<file path="config.mk">
export PLATFORM = sky130hd
export DESIGN_NAME = multicycleControl
export DESIGN_NICKNAME = d
export VERILOG_FILES = /design/src/logic/controlPkg.sv /design/src/logic/ctrlBus.sv /design/src/logic/instrDecoder.sv /design/src/logic/controlSequencer.sv /design/src/logic/controlEncoder.sv /design/src/logic/multicycleControl.sv
export VERILOG_INCLUDE_DIRS = /design/src /design/src/logic
export SDC_FILE = /design/constraint.sdc
export NUM_CORES = 1
export LEC_CHECK = 0
export BUFFER_PORTS_ARGS = -buffer_cell sky130_fd_sc_hd__buf_2
export CAP_MARGIN = 20
export CORE_MARGIN = 2
export CORE_UTILIZATION = 40
export DETAILED_ROUTE_END_ITERATION = 7
export GPL_TIMING_DRIVEN = 0
export SYNTH_ARGS = -nofsm -noshare
export SYNTH_HDL_FRONTEND = slang
export SYNTH_HIERARCHICAL = 1
export SYNTH_SLANG_ARGS = --single-unit
</file>
<file path="constraint.sdc">
create_clock -name clk -period 4.4 [get_ports clk]
set_input_delay 0 -clock clk [delete_from_list [all_inputs] [get_ports clk]]
set_output_delay 0 -clock clk [all_outputs]
set_load 0.05 [all_outputs]
</file>
<file path="src/logic/control_cfg.svh">
`ifndef CONTROL_CFG_SVH
`define CONTROL_CFG_SVH

// Instruction fields
`define OPCODE_W    6
`define FUNCT_W     6

`define OP_RTYPE    6'h00
`define OP_ADDI     6'h08

// R-format funct codes
`define FN_ADD      6'h20
`define FN_SUB      6'h22
`define FN_AND      6'h24
`define FN_SLL      6'h00
`define FN_SRL      6'h02
`define FN_SRA      6'h03
`define FN_SLLV     6'h04
`define FN_SRAV     6'h07
`define FN_SLT      6'h2A
`define FN_BREAK    6'h0D

// Control word field widths
`define REGDST_W    2
`define ALUSRCA_W   2
`define SHAMTSEL_W  2
`define ALUSRCB_W   3
`define ALUOP_W     3
`define MEMTOREG_W  3
`define SHIFTOP_W   3

`endif

</file>
<file path="src/logic/controlPkg.sv">
package controlPkg;

    // Sequencer states, common steps first
    typedef enum logic [5:0] {
        Fetch,
        PcWait,
        IrLoad,
        Decode,
        DecodeWait,
        AluAdd,
        AluSub,
        AluAnd,
        AluEnd,
        ShiftLoadShamt,
        ShiftLoadRt,
        ShiftSll,
        ShiftSrl,
        ShiftSra,
        ShiftSllv,
        ShiftSrav,
        ShiftWait,
        ShiftEnd,
        Slt,
        Break,
        Addi,
        ImmEnd,
        Delay
    } ctrlState;

    // Decoded instruction classes
    typedef enum logic [3:0] {
        KAdd,
        KSub,
        KAnd,
        KSll,
        KSrl,
        KSra,
        KSllv,
        KSrav,
        KSlt,
        KBreak,
        KAddi,
        KUnknown
    } instrKind;

endpackage

</file>
<file path="src/logic/ctrlBus.sv">
`timescale 1ns/1ps
`include "control_cfg.svh"

interface ctrlBus;

    // Write enables and pulses
    logic                     pcWrite;
    logic                     irWrite;
    logic                     regWrite;
    logic                     aWrite;
    logic                     bWrite;
    logic                     aluOutWrite;
    logic                     shiftSrc;

    // Mux selects and operation codes
    logic [`REGDST_W-1:0]     regDst;
    logic [`ALUSRCA_W-1:0]    aluSrcA;
    logic [`SHAMTSEL_W-1:0]   shamtSel;
    logic [`ALUSRCB_W-1:0]    aluSrcB;
    logic [`ALUOP_W-1:0]      aluOp;
    logic [`MEMTOREG_W-1:0]   memToReg;
    logic [`SHIFTOP_W-1:0]    shiftOp;

    modport encoder (
        output pcWrite, irWrite, regWrite, aWrite, bWrite, aluOutWrite, shiftSrc,
        output regDst, aluSrcA, shamtSel, aluSrcB, aluOp, memToReg, shiftOp
    );

    modport top (
        input pcWrite, irWrite, regWrite, aWrite, bWrite, aluOutWrite, shiftSrc,
        input regDst, aluSrcA, shamtSel, aluSrcB, aluOp, memToReg, shiftOp
    );

endinterface

</file>
<file path="src/logic/instrDecoder.sv">
`timescale 1ns/1ps
`include "control_cfg.svh"

module instrDecoder (
    input  logic [`OPCODE_W-1:0]  opcode,
    input  logic [`FUNCT_W-1:0]   funct,
    output controlPkg::instrKind  kind
);

    always_comb begin
        kind = controlPkg::KUnknown;
        case (opcode)
            `OP_RTYPE: begin
                // R-format is told apart by funct alone
                case (funct)
                    `FN_ADD:   kind = controlPkg::KAdd;
                    `FN_SUB:   kind = controlPkg::KSub;
                    `FN_AND:   kind = controlPkg::KAnd;
                    `FN_SLL:   kind = controlPkg::KSll;
                    `FN_SRL:   kind = controlPkg::KSrl;
                    `FN_SRA:   kind = controlPkg::KSra;
                    `FN_SLLV:  kind = controlPkg::KSllv;
                    `FN_SRAV:  kind = controlPkg::KSrav;
                    `FN_SLT:   kind = controlPkg::KSlt;
                    `FN_BREAK: kind = controlPkg::KBreak;
                    default:   kind = controlPkg::KUnknown;
                endcase
            end
            `OP_ADDI: begin
                kind = controlPkg::KAddi;
            end
            default: begin
                kind = controlPkg::KUnknown;
            end
        endcase
    end

endmodule

</file>
<file path="src/logic/controlSequencer.sv">
`timescale 1ns/1ps
`include "control_cfg.svh"

module controlSequencer (
    input  logic                  clk,
    input  logic                  reset,
    input  controlPkg::instrKind  kind,
    output controlPkg::ctrlState  state
);

    controlPkg::ctrlState  nextState;
    controlPkg::instrKind  kindHeld;

    always_ff @(posedge clk) begin
        if (reset) begin
            state    <= controlPkg::Fetch;
            kindHeld <= controlPkg::KUnknown;
        end else begin
            state <= nextState;
            // Opcode and funct are only valid through DecodeWait
            if (state == controlPkg::DecodeWait) begin
                kindHeld <= kind;
            end
        end
    end

    always_comb begin
        nextState = controlPkg::Fetch;
        case (state)
            controlPkg::Fetch:      nextState = controlPkg::PcWait;
            controlPkg::PcWait:     nextState = controlPkg::IrLoad;
            controlPkg::IrLoad:     nextState = controlPkg::Decode;
            controlPkg::Decode:     nextState = controlPkg::DecodeWait;
            controlPkg::DecodeWait: begin
                case (kind)
                    controlPkg::KAdd:   nextState = controlPkg::AluAdd;
                    controlPkg::KSub:   nextState = controlPkg::AluSub;
                    controlPkg::KAnd:   nextState = controlPkg::AluAnd;
                    controlPkg::KSll,
                    controlPkg::KSrl,
                    controlPkg::KSra:   nextState = controlPkg::ShiftLoadShamt;
                    controlPkg::KSllv,
                    controlPkg::KSrav:  nextState = controlPkg::ShiftLoadRt;
                    controlPkg::KSlt:   nextState = controlPkg::Slt;
                    controlPkg::KBreak: nextState = controlPkg::Break;
                    controlPkg::KAddi:  nextState = controlPkg::Addi;
                    // Unrecognized encodings skip straight to the delay step
                    default:            nextState = controlPkg::Delay;
                endcase
            end
            controlPkg::AluAdd,
            controlPkg::AluSub,
            controlPkg::AluAnd:     nextState = controlPkg::AluEnd;
            controlPkg::ShiftLoadShamt: begin
                case (kindHeld)
                    controlPkg::KSrl: nextState = controlPkg::ShiftSrl;
                    controlPkg::KSra: nextState = controlPkg::ShiftSra;
                    default:          nextState = controlPkg::ShiftSll;
                endcase
            end
            controlPkg::ShiftLoadRt: begin
                if (kindHeld == controlPkg::KSrav) begin
                    nextState = controlPkg::ShiftSrav;
                end else begin
                    nextState = controlPkg::ShiftSllv;
                end
            end
            controlPkg::ShiftSll,
            controlPkg::ShiftSrl,
            controlPkg::ShiftSra,
            controlPkg::ShiftSllv,
            controlPkg::ShiftSrav:  nextState = controlPkg::ShiftWait;
            controlPkg::ShiftWait:  nextState = controlPkg::ShiftEnd;
            controlPkg::Addi:       nextState = controlPkg::ImmEnd;
            controlPkg::AluEnd,
            controlPkg::ShiftEnd,
            controlPkg::Slt,
            controlPkg::Break,
            controlPkg::ImmEnd:     nextState = controlPkg::Delay;
            controlPkg::Delay:      nextState = controlPkg::Fetch;
            default:                nextState = controlPkg::Fetch;
        endcase
    end

endmodule

</file>
<file path="src/logic/controlEncoder.sv">
`timescale 1ns/1ps
`include "control_cfg.svh"

module controlEncoder (
    input  logic                  clk,
    input  logic                  reset,
    input  controlPkg::ctrlState  state,
    ctrlBus.encoder               bus
);

    // Word of the state being left, so outputs trail the state by one cycle
    always_ff @(posedge clk) begin
        if (reset) begin
            bus.pcWrite     <= 1'b0;
            bus.irWrite     <= 1'b0;
            bus.regWrite    <= 1'b0;
            bus.aWrite      <= 1'b0;
            bus.bWrite      <= 1'b0;
            bus.aluOutWrite <= 1'b0;
            bus.shiftSrc    <= 1'b0;
            bus.regDst      <= '0;
            bus.aluSrcA     <= '0;
            bus.shamtSel    <= '0;
            bus.aluSrcB     <= '0;
            bus.aluOp       <= '0;
            bus.memToReg    <= '0;
            bus.shiftOp     <= '0;
        end else begin
            // Everything idles unless the state below says otherwise
            bus.pcWrite     <= 1'b0;
            bus.irWrite     <= 1'b0;
            bus.regWrite    <= 1'b0;
            bus.aWrite      <= 1'b0;
            bus.bWrite      <= 1'b0;
            bus.aluOutWrite <= 1'b0;
            bus.shiftSrc    <= 1'b0;
            bus.regDst      <= '0;
            bus.aluSrcA     <= '0;
            bus.shamtSel    <= '0;
            bus.aluSrcB     <= '0;
            bus.aluOp       <= '0;
            bus.memToReg    <= '0;
            bus.shiftOp     <= '0;
            case (state)
                controlPkg::Fetch: begin
                    // PC + 4 on the ALU
                    bus.aluSrcB <= `ALUSRCB_W'(1);
                    bus.aluOp   <= `ALUOP_W'(1);
                end
                controlPkg::PcWait: begin
                    bus.pcWrite <= 1'b1;
                    bus.aluSrcB <= `ALUSRCB_W'(1);
                    bus.aluOp   <= `ALUOP_W'(1);
                end
                controlPkg::IrLoad: begin
                    bus.irWrite  <= 1'b1;
                    bus.aluSrcB  <= `ALUSRCB_W'(1);
                    bus.memToReg <= `MEMTOREG_W'(3);
                end
                controlPkg::Decode: begin
                    // Load A and B, branch target into ALUOut
                    bus.aWrite      <= 1'b1;
                    bus.bWrite      <= 1'b1;
                    bus.aluOutWrite <= 1'b1;
                    bus.aluSrcB     <= `ALUSRCB_W'(4);
                    bus.aluOp       <= `ALUOP_W'(1);
                    bus.memToReg    <= `MEMTOREG_W'(3);
                end
                controlPkg::DecodeWait: begin
                    bus.aluOp    <= `ALUOP_W'(1);
                    bus.memToReg <= `MEMTOREG_W'(3);
                end
                controlPkg::AluAdd,
                controlPkg::AluSub,
                controlPkg::AluAnd: begin
                    bus.aluOutWrite <= 1'b1;
                    bus.aluSrcA     <= `ALUSRCA_W'(1);
                    if (state == controlPkg::AluAdd) begin
                        bus.aluOp <= `ALUOP_W'(1);
                    end else if (state == controlPkg::AluSub) begin
                        bus.aluOp <= `ALUOP_W'(2);
                    end else begin
                        bus.aluOp <= `ALUOP_W'(3);
                    end
                end
                controlPkg::AluEnd: begin
                    bus.regWrite <= 1'b1;
                    bus.regDst   <= `REGDST_W'(3);
                end
                controlPkg::ShiftLoadShamt: begin
                    bus.shiftSrc <= 1'b1;
                    bus.shiftOp  <= `SHIFTOP_W'(1);
                end
                controlPkg::ShiftLoadRt: begin
                    // Shift amount comes from rt
                    bus.shamtSel <= `SHAMTSEL_W'(3);
                    bus.shiftOp  <= `SHIFTOP_W'(1);
                end
                controlPkg::ShiftSll: begin
                    bus.shiftSrc <= 1'b1;
                    bus.shiftOp  <= `SHIFTOP_W'(2);
                end
                controlPkg::ShiftSllv: begin
                    bus.shiftOp <= `SHIFTOP_W'(2);
                end
                controlPkg::ShiftSrl: begin
                    bus.shiftOp <= `SHIFTOP_W'(3);
                end
                controlPkg::ShiftSra,
                controlPkg::ShiftSrav: begin
                    bus.shiftOp <= `SHIFTOP_W'(4);
                end
                controlPkg::ShiftEnd: begin
                    bus.regWrite <= 1'b1;
                    bus.regDst   <= `REGDST_W'(3);
                    bus.memToReg <= `MEMTOREG_W'(2);
                end
                controlPkg::Slt: begin
                    bus.regWrite <= 1'b1;
                    bus.regDst   <= `REGDST_W'(3);
                    bus.aluSrcA  <= `ALUSRCA_W'(1);
                    bus.memToReg <= `MEMTOREG_W'(4);
                    bus.aluOp    <= `ALUOP_W'(7);
                end
                controlPkg::Break: begin
                    bus.pcWrite <= 1'b1;
                    bus.aluSrcB <= `ALUSRCB_W'(1);
                    bus.aluOp   <= `ALUOP_W'(2);
                end
                controlPkg::Addi: begin
                    // Sign-extended immediate on B
                    bus.aluOutWrite <= 1'b1;
                    bus.aluSrcA     <= `ALUSRCA_W'(1);
                    bus.aluSrcB     <= `ALUSRCB_W'(3);
                    bus.aluOp       <= `ALUOP_W'(1);
                end
                controlPkg::ImmEnd: begin
                    bus.regWrite <= 1'b1;
                end
                default: begin
                    // ShiftWait and Delay keep the idle word
                end
            endcase
        end
    end

endmodule

</file>
<file path="src/logic/multicycleControl.sv">
`timescale 1ns/1ps
`include "control_cfg.svh"

module multicycleControl (
    input  logic                     clk,
    input  logic                     reset,
    input  logic [`OPCODE_W-1:0]     opcode,
    input  logic [`FUNCT_W-1:0]      funct,

    output logic                     pcWrite,
    output logic                     irWrite,
    output logic                     regWrite,
    output logic                     aWrite,
    output logic                     bWrite,
    output logic                     aluOutWrite,
    output logic                     shiftSrc,
    output logic [`REGDST_W-1:0]     regDst,
    output logic [`ALUSRCA_W-1:0]    aluSrcA,
    output logic [`SHAMTSEL_W-1:0]   shamtSel,
    output logic [`ALUSRCB_W-1:0]    aluSrcB,
    output logic [`ALUOP_W-1:0]      aluOp,
    output logic [`MEMTOREG_W-1:0]   memToReg,
    output logic [`SHIFTOP_W-1:0]    shiftOp
);

    controlPkg::instrKind  kind;
    controlPkg::ctrlState  state;

    ctrlBus ctrlWord ();

    instrDecoder u_decoder (
        .opcode (opcode),
        .funct  (funct),
        .kind   (kind)
    );

    controlSequencer u_sequencer (
        .clk   (clk),
        .reset (reset),
        .kind  (kind),
        .state (state)
    );

    controlEncoder u_encoder (
        .clk   (clk),
        .reset (reset),
        .state (state),
        .bus   (ctrlWord.encoder)
    );

    assign pcWrite     = ctrlWord.pcWrite;
    assign irWrite     = ctrlWord.irWrite;
    assign regWrite    = ctrlWord.regWrite;
    assign aWrite      = ctrlWord.aWrite;
    assign bWrite      = ctrlWord.bWrite;
    assign aluOutWrite = ctrlWord.aluOutWrite;
    assign shiftSrc    = ctrlWord.shiftSrc;
    assign regDst      = ctrlWord.regDst;
    assign aluSrcA     = ctrlWord.aluSrcA;
    assign shamtSel    = ctrlWord.shamtSel;
    assign aluSrcB     = ctrlWord.aluSrcB;
    assign aluOp       = ctrlWord.aluOp;
    assign memToReg    = ctrlWord.memToReg;
    assign shiftOp     = ctrlWord.shiftOp;

endmodule

</file>
# == Word level (Yosys, flattened, before mapping) ==
# Memory sizes are Yosys's and may differ from the RTL's.
# Index checks and enable logic that the tools add are counted.
# classes
n_eq_ne,34
n_mux,20
reduce_logical,18
# ops
operator,count
case mux 6 bit (12 select lines),1
equality test 6 x 4 -> 1 bit (second input constant),10
case mux 4 bit (10 select lines),1
equality test 6 x 3 -> 1 bit (second input constant),6
equality test 6 x 5 -> 1 bit (second input constant),6
OR reduction 5 bit,5
equality test 6 x 2 -> 1 bit (second input constant),4
equality test 6 bit (second input constant),4
case mux 3 bit (4 select lines),2
zero test 6 bit,3
case mux 3 bit (3 select lines),2
equality test 4 x 3 -> 1 bit (second input constant),3
OR reduction 2 bit,5
two-way mux 1 bit,9
OR reduction 3 bit,3
case mux 4 bit (2 select lines),1
OR reduction 4 bit,2
equality test 6 x 1 -> 1 bit (second input constant),1
case mux 3 bit (2 select lines),1
two-way mux 2 bit,2
two-way mux 3 bit,1
# totals
regBits,34
rom_bits,80
in_bits,14
elab_cells,88
memories,1
# memory_table
memory,depth,width,rd,rd_clocked_by_memory_dff,wr,line_no,rtl
(name not given),16,5,1,0,0,controlSequencer.sv:35,case (kind)

# == Longest topological paths before layout ==
# An unclocked memory read counts as a cell.
# logic_depth
word_depth,5
mapped_depth,11
depth_no_buf,10

# == Cells and area by module ==
# Netlist, hierarchy kept.
# modules_own_cells
module,instances,cells_per_inst,area_each_um2,seq_area_each_um2
controlEncoder,1,89,888.4,420.4
controlSequencer,1,91,719.4,180.2
instrDecoder,1,28,186.4,0.0

# == Worst setup path before layout ==
# Ideal clock, no wire load.
# synth_timing
path_kind,input -> register
from,in funct[1]
to,reg u_sequencer.state[0]
setup_time_ns,0.087
arrival_time_ns,1.633
required_ns,4.313
path_slack_ns,2.680
path_stages,11
n_path_buf,1
path_cell_list,buf_6 and4bb_1 a31oi_1 nand3_1 o211ai_1 inv_1 ha_1 or2_2 a21oi_1 o31ai_1 o31ai_1
# synth_between
elab_chain_cells,5
word_cells_on_any_way,14
classes_between,9 x eq/ne; 3 x mux; 1 x reduce/logical; 1 x memory
# synth_lines
element,line_no,rtl
"start, declared",multicycleControl.sv:8,"input logic [`FUNCT_W-1:0] funct,"
equality test 6 x 4 -> 1 bit (tied with other cells),instrDecoder.sv:15,case (funct)
case mux 4 bit (10 select lines) *,instrDecoder.sv:15,
case mux 4 bit (2 select lines) *,instrDecoder.sv:12,case (opcode)
via kind[1],multicycleControl.sv:26,controlPkg::instrKind kind;
memory read (16 x 5 bit) *,--,
case mux 6 bit (12 select lines) *,controlSequencer.sv:29,case (state)
"end signal, assigned",controlSequencer.sv:16,state <= controlPkg::Fetch;
"end signal, assigned",controlSequencer.sv:19,state <= nextState;
"end, declared",controlSequencer.sv:8,output controlPkg::ctrlState state
# Mark *: on every way through the listed nets, which the timed path passes. The rest lies on a longest branch.
# A chain may end at the register's enable or synchronous reset.

# == Final worst setup path ==
# layout_timing
from,in funct[5]
to,reg u_sequencer.state[0]
# Same word-level chain as after synthesis.

==> reports/results.txt <==
Clock Pin Slew Worst Setup and Hold Paths -> 0.06 ns
Max Cap Violations -> 0
post-CTS setup buffer count -> 0
drt drc -> 0
Mapped Cells -> 208
sequential fraction of the synthesis area -> 33.5%
CTS Buffer Depth -> 2
Die Y -> 71.0 um
cell taking the most area after synthesis -> dfxtp_1
ys flop type -> dfxtp_1
CP peak stage delay -> 0.37 ns
largest net degree at the start of global routing -> 12
Worst Skew -> 0.00596 ns
ANT nets after route -> 0
Die W -> 71.0 um
Slew Limit Fails -> 0
Synth area leaders -> dfxtp_1, nor3_1, buf_4, nor2_1, and3_1
H-tree depth reported by CTS -> 2
Ports -> 39
kind of start point of the critical path -> input port
clk root buf -> clkbuf_8
antenna fix cells -> 0
CP required -> 4.58 ns
WP data arrival -> 1.93 ns
setup TNS -> 0 ns
CP max stage cell -> o211ai_1
final design utilization -> 49.7%
DP Wirelength -> 2700 um
DP Area -> 2030 um^2
fraction of layout cells with a size suffix above 1 -> 30.0%
PortBufs -> 35
global-route wire length before repair -> 6060 um
most common cell after layout, fill and taps aside -> buf_2
number of enable flip-flop cells after synthesis -> 0
commonest non-fill, non-tap cells in the layout -> buf_2, dfxtp_1, nor2_1
final hold vios -> 0
via density per instance -> 5.16
Final Cycle Share -> 39.8%
outcome -> completed
crit path capture type -> flop
yosys synthesis warning count -> 6
CTS Hold Bufs -> 0
dpl ws -> 2.41 ns
Starting Density -> 41.5%
vias in the first global route -> 1409
Min Hold Slack -> 0.0857 ns
Cell Area, Synth -> 1790 um^2
Setup Crit Path Kind -> in2reg
f_max -> 571 MHz
net count after synthesis -> 226
critical path fanouts, max -> 6
DRT Pass-1 Iters -> 4
CP Cell Sequence -> buf_2 > nor2b_1 > nor3_1 > a21oi_1 > o211ai_1 > inv_1 > ha_1 > or2_2 > a21oi_1 > o31ai_1 > o31ai_1
drt initial violations -> 63
class of the worst hold path -> in2reg
Peak VDD IR -> 0.000335 V
pwr dens -> 548 nW/um^2
Post-Syn Area per Cell -> 8.63 um^2
# clock sinks -> 30
CORE AREA -> 4320 um^2
row cnt -> 24
clk_lat worst skew -> 0.28 ns
cell count of the worst reg-to-reg path -> 5
vias -> 1559
Remaining Overflow, GRT -> 0
endpoints failing setup -> 0
Placer Congestion -> 0.824
leak pwr -> 1.00 nW
all-layer global routing usage -> 14.9%
share of the synthesized area in the top cell type -> 33.5%
Synth Register Bits -> 30
routed wire length -> 3630 um
final-stage net count -> 268
CTS tree -> yes
final setup margin -> 2.65 ns
number of CTS-inserted buffers -> 5
full die area -> 5040 um^2
RSZ-0062 raised after global routing -> false
antenna violations before repair -> 0
# resized after CTS -> 0
Period minus WS final -> 1.75 ns
Post-synth ARST share -> 0%
final instance area -> 2150 um^2
Synth cell types -> 66
Min-Delay Path Depth -> 3
WL per Instance -> 12.0 um
synthesis-to-layout area growth -> 19.7%
==> kinds of logic after synthesis <==
logic type / count (synthesis) / synth area share (%)
XOR/XNOR: 6 / 2.93
multiplexers: 2 / 1.19
AND/OR/NAND/NOR: 96 / 33.1
other: 2 / 0.419
flip-flops: 30 / 33.5
adder cells (fa/ha/maj): 4 / 2.79
buffers and inverters: 24 / 8.65
AO/OA/AOI/OAI: 44 / 17.5
==> worst max-delay path: cells and delay by family <==
family / cells / cell delay (ns)
AOI/OAI and AO/OA: 5 / 0.94
adders and majority gates: 1 / 0.20
buffers and inverters: 2 / 0.27
and+or+nand+nor: 3 / 0.53
==> final timing paths <==
kind | start | to | slack, ns
worst max-delay path | funct[5] | u_sequencer/state[0] | 2.65
worst min-delay path | reset | u_encoder/bus.aluSrcA[0] | 0.09
worst max register to register | u_sequencer/state[0] | u_sequencer/state[1] | 2.80
worst min register to register | u_sequencer/kindHeld[2] | u_sequencer/kindHeld[2] | 0.48
==> layout make-up <==
class / count / area [um^2]
Clock buffer: 6 / 82.6
Timing Repair Buffer: 35 / 175
Inverter: 5 / 18.8
Buffer: 19 / 136
Multi-Input combinational cell: 154 / 1040
Tap cell: 52 / 65.1
Clock inverter: 1 / 30.0
Sequential cell: 30 / 601
Fill cell: 447 / 2180
==> synth_stat cells, types with 2 or more instances <==
| master | n |
|---|---|
| nor2b_1 | 3 |
| xor2_1 | 3 |
| buf_2 | 4 |
| nand3_1 | 6 |
| ha_1 | 4 |
| buf_6 | 4 |
| nor2_1 | 16 |
| o31ai_1 | 2 |
| a31oi_1 | 4 |
| nand3b_1 | 2 |
| buf_4 | 8 |
| dfxtp_1 | 30 |
| o22ai_1 | 2 |
| nand2b_1 | 5 |
| nand2_1 | 11 |
| nor4b_1 | 2 |
| a211oi_1 | 2 |
| inv_1 | 3 |
| a21oi_1 | 10 |
| nor3_1 | 15 |
| a211o_1 | 2 |
| o21ai_0 | 4 |
| a21o_1 | 3 |
| and3_1 | 9 |
| xnor2_1 | 3 |
| a211o_2 | 2 |
| clkbuf_1 | 2 |
| conb_1 | 2 |
| or2b_1 | 3 |
| or3b_1 | 3 |
| o211ai_1 | 2 |
| and2b_1 | 2 |
| inv_2 | 2 |
==> state kept, by name, summed over array words and instances (netlist names) <==
| signal | cells |
|---|---|
| u_encoder/bus.aluSrcA | 1 |
| u_encoder/bus.aluOp | 3 |
| u_sequencer/kindHeld | 4 |
| u_encoder/bus.pcWrite | 1 |
| u_encoder/bus.aluSrcB | 3 |
| u_encoder/bus.bWrite | 1 |
| u_encoder/bus.shamtSel | 1 |
| u_encoder/bus.regDst | 1 |
| u_sequencer/state | 5 |
| u_encoder/bus.irWrite | 1 |
| u_encoder/bus.regWrite | 1 |
| u_encoder/bus.shiftSrc | 1 |
| u_encoder/bus.shiftOp | 3 |
| u_encoder/bus.memToReg | 3 |
| u_encoder/bus.aluOutWrite | 1 |
==> per-layer routing <==
layer	share of wire, %	GRT usage [%]	vias to the layer above
met1	46	17.6	702
met4	0.80	3.14	0
met3	4.5	5.98	4
li1	-	-	823
met2	48	25.6	30
met5	0	0	-
==> report_power, final <==
part	internal (mW)	switching (mW)
registers	0.316	0.0456
logic	0.205	0.331
clock network	0.181	0.0972
==> through the flow <==
step / power, mW / cells
global route: 1.25 / 302
floorplan: 0.797 / 208
global placement: 0.902 / 295
finish: 1.18 / 302
detailed placement: 0.901 / 295
CTS: 1.18 / 302
No activity file was read; power rests on OpenSTA's default activity.
